===== src/rtl/rvm_pkg.sv =====
package rvm_pkg;

    // ------------------------------------------------------------------------
    // Operation code
    // ------------------------------------------------------------------------
    // Bit 2 picks the divider, clear means multiply
    typedef logic [2:0] funct3_t;

    typedef enum funct3_t {
        OP_MUL    = 3'd0,
        OP_MULH   = 3'd1,
        OP_MULHSU = 3'd2,
        OP_MULHU  = 3'd3,
        OP_DIV    = 3'd4,
        OP_DIVU   = 3'd5,
        OP_REM    = 3'd6,
        OP_REMU   = 3'd7
    } muldiv_op_e;

    // ------------------------------------------------------------------------
    // Unit controls
    // ------------------------------------------------------------------------
    typedef struct packed {
        logic is_mul;       // Multiplier selected
        logic src1_signed;
        logic src2_signed;
        logic is_high;      // Upper product half
    } mul_ctrl_t;

    typedef struct packed {
        logic is_div;       // Divider selected
        logic is_signed;
        logic is_rem;       // Remainder instead of quotient
    } div_ctrl_t;

    // ------------------------------------------------------------------------
    // State machines
    // ------------------------------------------------------------------------
    typedef enum logic {
        MUL_IDLE,
        MUL_EXEC
    } mul_state_e;

    typedef enum logic [1:0] {
        DIV_IDLE,
        DIV_CHECK,
        DIV_EXEC,
        DIV_FIN
    } div_state_e;

endpackage


===== src/rtl/iter_multiplier.sv =====
`timescale 1ns/1ps

module iter_multiplier
    import rvm_pkg::*;
#(
    parameter int XLEN = 32
) (
    input  logic            clk_i,
    input  logic            rst_n_i,
    input  logic            start_i,
    input  mul_ctrl_t       ctrl_i,
    input  logic [XLEN-1:0] src1_i,
    input  logic [XLEN-1:0] src2_i,
    output logic            busy_o,
    output logic            done_o,
    output logic [XLEN-1:0] result_o
);

    mul_state_e             state;
    logic signed [XLEN:0]   multiplicand;   // One extra bit for the sign
    logic signed [XLEN:0]   multiplier;
    logic                   is_high;
    logic signed [2*XLEN+1:0] product;

    always_ff @(posedge clk_i or negedge rst_n_i) begin
        if (!rst_n_i) begin
            state <= MUL_IDLE;
        end else begin
            case (state)
                MUL_IDLE: if (start_i && ctrl_i.is_mul) state <= MUL_EXEC;
                MUL_EXEC: state <= MUL_IDLE;
                default:  state <= MUL_IDLE;
            endcase
        end
    end

    // Sign or zero extension of both operands
    always_ff @(posedge clk_i) begin
        if (state == MUL_IDLE && start_i && ctrl_i.is_mul) begin
            multiplicand <= {ctrl_i.src1_signed && src1_i[XLEN-1], src1_i};
            multiplier   <= {ctrl_i.src2_signed && src2_i[XLEN-1], src2_i};
            is_high      <= ctrl_i.is_high;
        end
    end

    assign product = multiplicand * multiplier;

    assign busy_o   = (state == MUL_EXEC);
    assign done_o   = (state == MUL_EXEC);  // Result leaves in the same cycle
    assign result_o = is_high ? product[2*XLEN-1:XLEN] : product[XLEN-1:0];

endmodule


===== src/rtl/muldiv_cmd_decode.sv =====
`timescale 1ns/1ps

module muldiv_cmd_decode
    import rvm_pkg::*;
#(
    parameter int XLEN = 32
) (
    input  logic            clk_i,
    input  logic            rst_n_i,
    input  logic            cmd_valid_i,
    input  funct3_t         cmd_funct3_i,
    input  logic [XLEN-1:0] cmd_src1_i,
    input  logic [XLEN-1:0] cmd_src2_i,
    input  logic            busy_i,
    input  logic            pending_i,
    output logic            cmd_ready_o,
    output logic            start_o,
    output logic [XLEN-1:0] src1_o,
    output logic [XLEN-1:0] src2_o,
    output mul_ctrl_t       mul_ctrl_o,
    output div_ctrl_t       div_ctrl_o
);

    logic       start_q;
    logic       accept;
    muldiv_op_e op;
    mul_ctrl_t  mul_ctrl_d;
    div_ctrl_t  div_ctrl_d;

    // Only one command in flight anywhere in the unit
    assign cmd_ready_o = !start_q && !busy_i && !pending_i;
    assign accept      = cmd_valid_i && cmd_ready_o;

    assign op = muldiv_op_e'(cmd_funct3_i);

    // Sign and half selection per operation
    always_comb begin
        mul_ctrl_d.is_mul      = !cmd_funct3_i[2];
        mul_ctrl_d.src1_signed = (op == OP_MULH) || (op == OP_MULHSU);
        mul_ctrl_d.src2_signed = (op == OP_MULH);
        mul_ctrl_d.is_high     = (op == OP_MULH) || (op == OP_MULHSU) || (op == OP_MULHU);

        div_ctrl_d.is_div    = cmd_funct3_i[2];
        div_ctrl_d.is_signed = (op == OP_DIV) || (op == OP_REM);
        div_ctrl_d.is_rem    = (op == OP_REM) || (op == OP_REMU);
    end

    always_ff @(posedge clk_i or negedge rst_n_i) begin
        if (!rst_n_i) begin
            start_q    <= 1'b0;
            mul_ctrl_o <= '0;
            div_ctrl_o <= '0;
        end else begin
            start_q <= accept;  // One-cycle pulse
            if (accept) begin
                mul_ctrl_o <= mul_ctrl_d;
                div_ctrl_o <= div_ctrl_d;
            end
        end
    end

    // Operand capture
    always_ff @(posedge clk_i) begin
        if (accept) begin
            src1_o <= cmd_src1_i;
            src2_o <= cmd_src2_i;
        end
    end

    assign start_o = start_q;

    // Arithmetic units must both be idle when a start goes out
    a_start_not_busy: assert property (
        @(posedge clk_i) disable iff (!rst_n_i) start_o |-> !busy_i
    );

endmodule


===== src/rtl/muldiv_response.sv =====
`timescale 1ns/1ps

module muldiv_response
    import rvm_pkg::*;
#(
    parameter int XLEN = 32
) (
    input  logic            clk_i,
    input  logic            rst_n_i,
    input  logic            mul_done_i,
    input  logic [XLEN-1:0] mul_result_i,
    input  logic            div_done_i,
    input  logic [XLEN-1:0] div_result_i,
    input  logic            rsp_ready_i,
    output logic            rsp_valid_o,
    output logic [XLEN-1:0] rsp_result_o,
    output logic            pending_o
);

    logic            valid_q;
    logic [XLEN-1:0] result_q;
    logic            any_done;

    assign any_done = mul_done_i || div_done_i;

    always_ff @(posedge clk_i or negedge rst_n_i) begin
        if (!rst_n_i) begin
            valid_q <= 1'b0;
        end else if (any_done) begin
            valid_q <= 1'b1;
        end else if (valid_q && rsp_ready_i) begin
            valid_q <= 1'b0;  // Consumed
        end
    end

    // Result held until the consuming edge
    always_ff @(posedge clk_i) begin
        if (any_done) begin
            result_q <= mul_done_i ? mul_result_i : div_result_i;
        end
    end

    assign rsp_valid_o  = valid_q;
    assign rsp_result_o = result_q;
    assign pending_o    = valid_q;  // Blocks new commands

    // ------------------------------------------------------------------------
    // Checks
    // ------------------------------------------------------------------------
    a_single_done: assert property (
        @(posedge clk_i) disable iff (!rst_n_i) !(mul_done_i && div_done_i)
    );

    a_hold_result: assert property (
        @(posedge clk_i) disable iff (!rst_n_i)
        (rsp_valid_o && !rsp_ready_i) |=> (rsp_valid_o && $stable(rsp_result_o))
    );

endmodule


===== src/rtl/restoring_divider.sv =====
`timescale 1ns/1ps

module restoring_divider
    import rvm_pkg::*;
#(
    parameter int XLEN = 32
) (
    input  logic            clk_i,
    input  logic            rst_n_i,
    input  logic            start_i,
    input  div_ctrl_t       ctrl_i,
    input  logic [XLEN-1:0] src1_i,
    input  logic [XLEN-1:0] src2_i,
    output logic            busy_o,
    output logic            done_o,
    output logic [XLEN-1:0] result_o
);

    localparam int CNT_W = $clog2(XLEN);

    div_state_e       state;
    logic [CNT_W-1:0] step_cnt;
    logic [XLEN-1:0]  remainder;
    logic [XLEN-1:0]  quotient;
    logic [XLEN-1:0]  divisor;
    logic             dividend_neg;
    logic             divisor_neg;
    logic             quo_neg;      // Operand signs differ
    logic             rem_neg;      // Follows the dividend
    logic             is_rem;
    logic             load;
    logic [XLEN-1:0]  abs_dividend;
    logic [XLEN-1:0]  abs_divisor;
    logic [XLEN+1:0]  diff;         // Top bit is the borrow
    logic             q_bit;

    assign load = (state == DIV_IDLE) && start_i && ctrl_i.is_div;

    assign abs_dividend = dividend_neg ? (~remainder + 1'b1) : remainder;
    assign abs_divisor  = divisor_neg ? (~divisor + 1'b1) : divisor;

    // Trial subtract of the shifted partial remainder
    assign diff  = {1'b0, remainder, quotient[XLEN-1]} - {2'b00, divisor};
    assign q_bit = !diff[XLEN+1];

    // ------------------------------------------------------------------------
    // Control
    // ------------------------------------------------------------------------
    always_ff @(posedge clk_i or negedge rst_n_i) begin
        if (!rst_n_i) begin
            state    <= DIV_IDLE;
            step_cnt <= '0;
        end else begin
            case (state)
                DIV_IDLE: if (load) state <= DIV_CHECK;
                DIV_CHECK: begin
                    step_cnt <= CNT_W'(XLEN - 1);
                    state    <= (divisor == '0) ? DIV_FIN : DIV_EXEC;
                end
                DIV_EXEC: begin
                    step_cnt <= step_cnt - 1'b1;
                    if (step_cnt == '0) state <= DIV_FIN;
                end
                default: state <= DIV_IDLE;  // DIV_FIN
            endcase
        end
    end

    // ------------------------------------------------------------------------
    // Datapath
    // ------------------------------------------------------------------------
    always_ff @(posedge clk_i) begin
        case (state)
            DIV_IDLE: if (load) begin
                dividend_neg <= ctrl_i.is_signed && src1_i[XLEN-1];
                divisor_neg  <= ctrl_i.is_signed && src2_i[XLEN-1];
                quo_neg      <= ctrl_i.is_signed && (src1_i[XLEN-1] ^ src2_i[XLEN-1]);
                rem_neg      <= ctrl_i.is_signed && src1_i[XLEN-1];
                is_rem       <= ctrl_i.is_rem;
                divisor      <= src2_i;
                remainder    <= src1_i;  // Dividend parked here until the check
                quotient     <= '0;
            end
            DIV_CHECK: begin
                if (divisor == '0) begin
                    // All ones quotient, dividend stays as remainder
                    quotient <= '1;
                    quo_neg  <= 1'b0;
                    rem_neg  <= 1'b0;
                end else begin
                    divisor   <= abs_divisor;
                    remainder <= '0;
                    quotient  <= abs_dividend;
                end
            end
            DIV_EXEC: begin
                remainder <= q_bit ? diff[XLEN-1:0] : {remainder[XLEN-2:0], quotient[XLEN-1]};
                quotient  <= {quotient[XLEN-2:0], q_bit};
            end
            default: ;
        endcase
    end

    assign busy_o   = (state != DIV_IDLE);
    assign done_o   = (state == DIV_FIN);
    assign result_o = is_rem ? (rem_neg ? (~remainder + 1'b1) : remainder)
                             : (quo_neg ? (~quotient + 1'b1) : quotient);

    // Counter moves by one per step and is otherwise only loaded in the check
    a_cnt_exec_only: assert property (
        @(posedge clk_i) disable iff (!rst_n_i)
        (state != DIV_CHECK) |=>
            (step_cnt == $past(step_cnt) - CNT_W'($past(state) == DIV_EXEC))
    );

    a_done_pulse: assert property (
        @(posedge clk_i) disable iff (!rst_n_i) done_o |=> !done_o
    );

endmodule


===== src/rtl/rvm_unit.sv =====
`timescale 1ns/1ps

module rvm_unit #(
    parameter int XLEN = 32
) (
    input  logic             clk_i,
    input  logic             rst_n_i,
    input  logic             cmd_valid_i,
    output logic             cmd_ready_o,
    input  rvm_pkg::funct3_t cmd_funct3_i,
    input  logic [XLEN-1:0]  cmd_src1_i,
    input  logic [XLEN-1:0]  cmd_src2_i,
    output logic             rsp_valid_o,
    input  logic             rsp_ready_i,
    output logic [XLEN-1:0]  rsp_result_o
);

    logic               start;
    logic [XLEN-1:0]    src1;
    logic [XLEN-1:0]    src2;
    rvm_pkg::mul_ctrl_t mul_ctrl;
    rvm_pkg::div_ctrl_t div_ctrl;
    logic               mul_busy;
    logic               mul_done;
    logic               div_busy;
    logic               div_done;
    logic [XLEN-1:0]    mul_result;
    logic [XLEN-1:0]    div_result;
    logic               pending;

    // ------------------------------------------------------------------------
    // Input side
    // ------------------------------------------------------------------------
    muldiv_cmd_decode #(.XLEN(XLEN)) decode_i (
        .clk_i        (clk_i),
        .rst_n_i      (rst_n_i),
        .cmd_valid_i  (cmd_valid_i),
        .cmd_funct3_i (cmd_funct3_i),
        .cmd_src1_i   (cmd_src1_i),
        .cmd_src2_i   (cmd_src2_i),
        .busy_i       (mul_busy || div_busy),
        .pending_i    (pending),
        .cmd_ready_o  (cmd_ready_o),
        .start_o      (start),
        .src1_o       (src1),
        .src2_o       (src2),
        .mul_ctrl_o   (mul_ctrl),
        .div_ctrl_o   (div_ctrl)
    );

    iter_multiplier #(.XLEN(XLEN)) mul_i (
        .clk_i    (clk_i),
        .rst_n_i  (rst_n_i),
        .start_i  (start),
        .ctrl_i   (mul_ctrl),
        .src1_i   (src1),
        .src2_i   (src2),
        .busy_o   (mul_busy),
        .done_o   (mul_done),
        .result_o (mul_result)
    );

    restoring_divider #(.XLEN(XLEN)) div_i (
        .clk_i    (clk_i),
        .rst_n_i  (rst_n_i),
        .start_i  (start),
        .ctrl_i   (div_ctrl),
        .src1_i   (src1),
        .src2_i   (src2),
        .busy_o   (div_busy),
        .done_o   (div_done),
        .result_o (div_result)
    );

    // ------------------------------------------------------------------------
    // Output side
    // ------------------------------------------------------------------------
    muldiv_response #(.XLEN(XLEN)) rsp_i (
        .clk_i        (clk_i),
        .rst_n_i      (rst_n_i),
        .mul_done_i   (mul_done),
        .mul_result_i (mul_result),
        .div_done_i   (div_done),
        .div_result_i (div_result),
        .rsp_ready_i  (rsp_ready_i),
        .rsp_valid_o  (rsp_valid_o),
        .rsp_result_o (rsp_result_o),
        .pending_o    (pending)
    );

endmodule


===== config.mk =====
export PLATFORM = sky130hd
export DESIGN_NAME = rvm_unit
export DESIGN_NICKNAME = d
export VERILOG_FILES = /design/src/rtl/rvm_pkg.sv /design/src/rtl/iter_multiplier.sv /design/src/rtl/muldiv_cmd_decode.sv /design/src/rtl/muldiv_response.sv /design/src/rtl/restoring_divider.sv /design/src/rtl/rvm_unit.sv
export SDC_FILE = /design/constraint.sdc
export NUM_CORES = 2
export LEC_CHECK = 0
export ABC_AREA = 1
export BUFFER_PORTS_ARGS = -buffer_cell sky130_fd_sc_hd__buf_2
export CAP_MARGIN = 20
export CORE_MARGIN = 8
export CORE_UTILIZATION = 35
export CTS_BUF_LIST = sky130_fd_sc_hd__clkbuf_16
export DETAILED_ROUTE_END_ITERATION = 10
export MAX_ROUTING_LAYER = met4
export SETUP_SLACK_MARGIN = 0.5
export SYNTH_ARGS = -nofsm -noshare
export SYNTH_HDL_FRONTEND = slang
export SYNTH_SLANG_ARGS = --single-unit

===== constraint.sdc =====
create_clock -name clk_i -period 8.03 [get_ports clk_i]
set_clock_uncertainty 0.2 [all_clocks]
set_input_delay 1.2045 -clock clk_i [delete_from_list [all_inputs] [get_ports clk_i]]
set_output_delay 1.2045 -clock clk_i [all_outputs]
set_load 0.02 [all_outputs]

Word-level counts from Yosys, hierarchy flattened
Cells that the tools add are included.

Add/sub/neg operators: 5. Bitwise logic cells: 5. Mux-type cells: 31. Equality and inequality tests: 14. Reduce and logical (&&, ||, !) cells: 39. Multiply operators: 1.

Operators by type and width (number): 32-bit two-way mux (14); 32-bit case mux with 3 select lines (2); 32-bit by 1-bit adder with 32-bit output (second input constant) (3); 32-bit inverter (3); 33-bit by 33-bit multiplier with 64-bit output (1); 32-bit case mux with 2 select lines (1); 33-bit by 32-bit subtractor with 34-bit output (1); 32-bit logical NOT (1); 1-bit logical AND (14); 5-bit case mux with 2 select lines (1); 3-bit == test (second input constant) (3); 2-bit by 1-bit != test with 1-bit output (second input constant) (4); 2-bit nonzero test (4); 1-bit two-way mux (7); 3-bit by 2-bit == test with 1-bit output (second input constant) (2); 1-bit logical OR (6); 1-bit case mux with 2 select lines (3); 2-bit case mux with 3 select lines (1); 2-bit AND reduction (3); 3-bit AND reduction (2); 1-bit logical NOT (5); 5-bit logical NOT (1); 5-bit by 1-bit subtractor with 5-bit output (second input constant) (1); 2-bit == test (second input constant) (2); 9 further kinds (10).

Register bits after elaboration: 281. Output and inout port bits: 34. Word-level logic and storage cells: 121. Bits of input ports: 71.

Logic depth before layout (Yosys ltp)
Depth in word-level cells: 6. Gate-level depth with buffers: 37. Gate-level depth less buffers: 35.

Cells and area by module
A second synthesis with hierarchy kept.

Cell total of the unflattened synthesis: 7479. Area total of the unflattened synthesis: 58157.0 um^2.

Modules (own cells, without submodules): iter_multiplier (cells an instance 5456, seq. area each 2037.0 um^2, area each 43196.4 um^2, instances 1); restoring_divider (cells an instance 1767, seq. area each 3208.1 um^2, area each 11159.5 um^2, instances 1); muldiv_cmd_decode (cells an instance 110, seq. area each 2122.0 um^2, area each 2313.5 um^2, instances 1); muldiv_response (cells an instance 143, seq. area each 985.9 um^2, area each 1476.4 um^2, instances 1); rvm_unit (cells an instance 3, seq. area each 0.0 um^2, area each 11.3 um^2, instances 1).

Worst setup path after synthesis
Ideal clock, no wire load.

Path kind: reg-to-reg. From: reg mul_i.multiplicand[32]. To: reg rsp_i.result_q[30], in the netlist rsp_i.rsp_result_o[30] (data pin). Path slack: 0.427 ns. Data arrival time: 7.146 ns. Clock period less this slack: 7.603 ns. Data required time: 7.574 ns. Cell stages (with the launch flop): 31. Buffers on the path: 2. Library setup time: 0.256 ns. Cell sequence: edfxtp_1 -> clkbuf_1 -> clkbuf_1 -> nand2_1 -> inv_1 -> fa_1 -> inv_1 -> fa_1 -> inv_1 -> fa_1 -> inv_1 -> fa_1 -> fa_1 -> inv_1 -> fa_1 -> inv_1 -> fa_1 -> fa_1 -> inv_1 -> ha_1 -> nand2_1 -> nor2_1 -> inv_1 -> nor2_1 -> inv_1 -> nor4_1 -> nand2_1 -> nand2_1 -> nand2_1 -> nand3_1 -> a21oi_1.

Longest elaborated chain between the ends: 3.

Ends and longest elaborated chain: start, declared (RTL line iter_multiplier.sv:20) `logic signed [XLEN:0] multiplicand;`; start signal, assigned (RTL line iter_multiplier.sv:40) `multiplicand <= {ctrl_i.src1_signed && src1_i[XLEN-1], src1_i};`; 33-bit by 33-bit multiplier with 64-bit output (RTL line iter_multiplier.sv:46) `assign product = multiplicand * multiplier;`; 32-bit two-way mux (RTL line iter_multiplier.sv:50) `assign result_o = is_high ? product[2*XLEN-1:XLEN] : product[XLEN-1:0];`; 32-bit two-way mux (RTL line muldiv_response.sv:39) `result_q <= mul_done_i ? mul_result_i : div_result_i;`; end signal, assigned (RTL line muldiv_response.sv:39); end, declared (RTL line muldiv_response.sv:21) `logic [XLEN-1:0] result_q;`.

Every way passes these cells. A chain may end at the register's enable or synchronous reset.

Worst setup path in the final report
From: reg mul_i.multiplicand[13]. To: reg rsp_i.result_q[11], in the netlist rsp_i.rsp_result_o[11] (data pin).

The elaborated chain is that of the path after synthesis.

==> metrics.yaml <==
place.gp.congestion: 0.993
path_class: "reg2reg"
wl_met1_mm: 78.4
die_area_um2: 176000
synth_common_cells: "inv_1 (1983), nand2_1 (1826), fa_1 (1126)"
finalWirelength_mm: 194
antenna_left: 0
grt_first_pass_wirelength_mm: 298
rsz0062_at_grt: "true"
clockRootBuffer: "clkbuf_16"
hold_path_depth: 0
r2r_end: "rsp_i.rsp_result_o[11]"
cts_tree: "done"
r2r_start: "mul_i.multiplicand[13]"
grt.overflow.total: 0
cp_max_fo: 33
setup_viol: 0
antenna_found_initial: 16
ys.flop_type: "edfxtp_1"
synth.ff_latch_count: 281
slowest_stage: "fa_1"
area_delta_synth_final_pct: 13.5
grt_pass1_vias: 49600
clockBufferDepth: 3
drive_gt1_frac: 0.110
port_buffers: 104
yosys.cell_count.top_type: "inv_1"
end_kind: "flip-flop"
htree_levels: 2
met3_length_mm: 11.6
die_x_um: 420
hold_viol: 0
holdPathEnd: "div_i.is_rem"
yosysWarnings: 0
async_flop_share: 0.0605
ys_top_cells_by_area: "fa_1 (40%), edfxtp_1 (14%), inv_1 (13%)"
worst_slew_pin_slew_ns: 1.10
die_h_um: 420
routed.top_layer: "met4"
cts_buffers: 40
yosys.area.top_type_share: 0.395
hold_path.class: "reg2reg"
pin_count: 105
grtUsageTotal: 0.226
synthesis.area_um2: 57000
hpwlAfterDp_mm: 161
start_util: 0.352
hp-start: "decode_i.div_ctrl_o[0]"
fin_setup_tns_ns: 0
dr_total_vias: 47100
reg2reg_depth: 31
dr.pass1.iters: 5
hold-worst-slack_ns: 0.250
drc: 0
slew_violations: 0
ys_types: 55
holdBufCountCts: 0
grt_max_degree: 66
drv_cap: 0
slowest_delay_ns: 0.55
cp.arrival_ns: 7.63
post-route-period-util: 0.928
cts.reportedPaths.clkPinSlew_ns: 0.07
fillers: 16500
avgRoutedWirePerCell_um: 20.4
utilization: 0.399
row_count: 148
initialDrtViolationCount: 4021
yosysSeqAreaShare: 0.146
syn-num-nets: 8647
worstSkewPairLatency_ns: 0.65
cts.sinks: 281
outcome: "completed"
reg2reg_slack_ns: 0.58
nNetsFinal: 8717
synth-edff-count: 264
synth_top_area_cell: "fa_1"
setup.worst_path.start_class: "flip-flop"
syn_inst: 7197
coreArea_um2: 162000
met2_wirelength_mm: 94.7
vias_per_cell: 4.96
required_ns: 8.22
max_freq_mhz: 134
maxSlewHeadroom: 0.262
finalCriticalPeriod_ns: 7.45
avgSynthCellArea_um2: 7.92
-- area by class of cell --
cell class	count	area (um2)	area share
flip-flops and latches	281	8350	0.129
clock inverters	31	282	0.00435
clock buffers	41	1030	0.0158
inverters	1996	7500	0.116
repair buffers	358	3310	0.0512
multi-input cells	4590	41500	0.641
diodes	14	35.0	0.000541
well taps	2175	2720	0.0420
-- what timing repair did --
| action | CTS | global route |
|---|---|---|
| pin swaps | 5 | 95 |
| gates cloned | 0 | 7 |
| hold endpoints to repair | 0 | 0 |
| setup buffers | 18 | 40 |
| setup endpoints to repair | 32 | 32 |
| resized for setup | 111 | 352 |
-- critical path: cells and delay by family (launching register included) --
kind            cells  cell delay [ns]
fa+ha+maj           9             4.45
buf+inv             9             0.75
flops               1             0.41
compound gates      1             0.25
simple gates       12             1.07
-- flip-flops by register name, indices dropped and copies added, names as in the netlist --
register,count
mul_i.is_high,1
decode_i.div_ctrl_o,3
div_i.rem_neg,1
rsp_i.pending_o,1
rsp_i.rsp_result_o,32
mul_i.busy_o,1
div_i.quotient,32
decode_i.mul_ctrl_o,4
div_i.quo_neg,1
div_i.dividend_neg,1
div_i.step_cnt,5
decode_i.src1_o,32
div_i.state,2
div_i.is_rem,1
div_i.divisor_neg,1
div_i.divisor,32
div_i.remainder,32
decode_i.src2_o,32
mul_i.multiplicand,33
decode_i.start_o,1
mul_i.multiplier,33
-- worst max path at each step --
stage                                       from                      to  slack, ns  cells past startpoint
final                     mul_i.multiplicand[13]  rsp_i.rsp_result_o[11]       0.58                     31
after global routing         mul_i.multiplier[0]   rsp_i.rsp_result_o[9]       0.38                     29
after CTS                 mul_i.multiplicand[32]  rsp_i.rsp_result_o[16]       0.46                     30
after detailed placement   mul_i.multiplicand[9]  rsp_i.rsp_result_o[30]      -0.14                     25
after global placement     mul_i.multiplicand[7]  rsp_i.rsp_result_o[20]      -0.19                     27
after floorplan           mul_i.multiplicand[32]  rsp_i.rsp_result_o[30]       0.51                     30
-- through the flow --
step	cell area (um2)	cells	setup slack, ns
after floorplan	57000	7197	0.510
after global routing	64700	9482	0.377
final	64800	9486	0.582
after detailed placement	61000	9335	-0.140
after CTS	62800	9425	0.458
after global placement	61000	9335	-0.195
-- placed cells by master (no fill, tap or decap), types with 10 or more instances in the layout --
| master | instances |
|---|---|
| ha_1 | 211 |
| nor2_1 | 264 |
| a21oi_2 | 40 |
| nor2_4 | 36 |
| o211ai_1 | 16 |
| diode_2 | 14 |
| buf_12 | 56 |
| inv_2 | 21 |
| nand2_1 | 1771 |
| a31oi_1 | 15 |
| o21bai_1 | 11 |
| ha_4 | 40 |
| o21ai_0 | 183 |
| a21oi_1 | 196 |
| nand2_4 | 10 |
| xor2_1 | 48 |
| nand2_2 | 51 |
| a22oi_1 | 12 |
| buf_2 | 104 |
| xnor2_1 | 23 |
| nand3_1 | 203 |
| nor3_1 | 38 |
| clkinv_1 | 10 |
| edfxtp_1 | 264 |
| dfrtp_1 | 17 |
| clkbuf_16 | 47 |
| buf_4 | 177 |
| or2_2 | 11 |
| o21ai_1 | 64 |
| inv_1 | 1970 |
| nor2_2 | 50 |
| nor3_2 | 11 |
| fa_2 | 34 |
| o21ai_2 | 23 |
| nand4_1 | 51 |
| nand3_2 | 14 |
| buf_6 | 12 |
| fa_1 | 1092 |
-- routing by layer --
layer,track usage,up-vias
met5,-,-
met4,0.0767,0
met3,0.0256,396
met2,0.381,1634
met1,0.282,23900
li1,-,21100
-- cell families (layout without fill, tap and decap cells) --
| logic type | after synthesis | in the layout | share of synthesized area |
|---|---|---|---|
| simple gates | 2534 | 2534 | 0.181 |
| buf+inv | 2326 | 2426 | 0.154 |
| fa+ha+maj | 1379 | 1379 | 0.451 |
| compound gates | 606 | 606 | 0.0572 |
| flops | 281 | 281 | 0.146 |
| xor+xnor | 71 | 71 | 0.0109 |
| other cells | 0 | 14 | 0 |
Power is left out: the tool's default activity adds up to more than one toggle a clock period on the data nets, which glitch-free logic cannot reach.
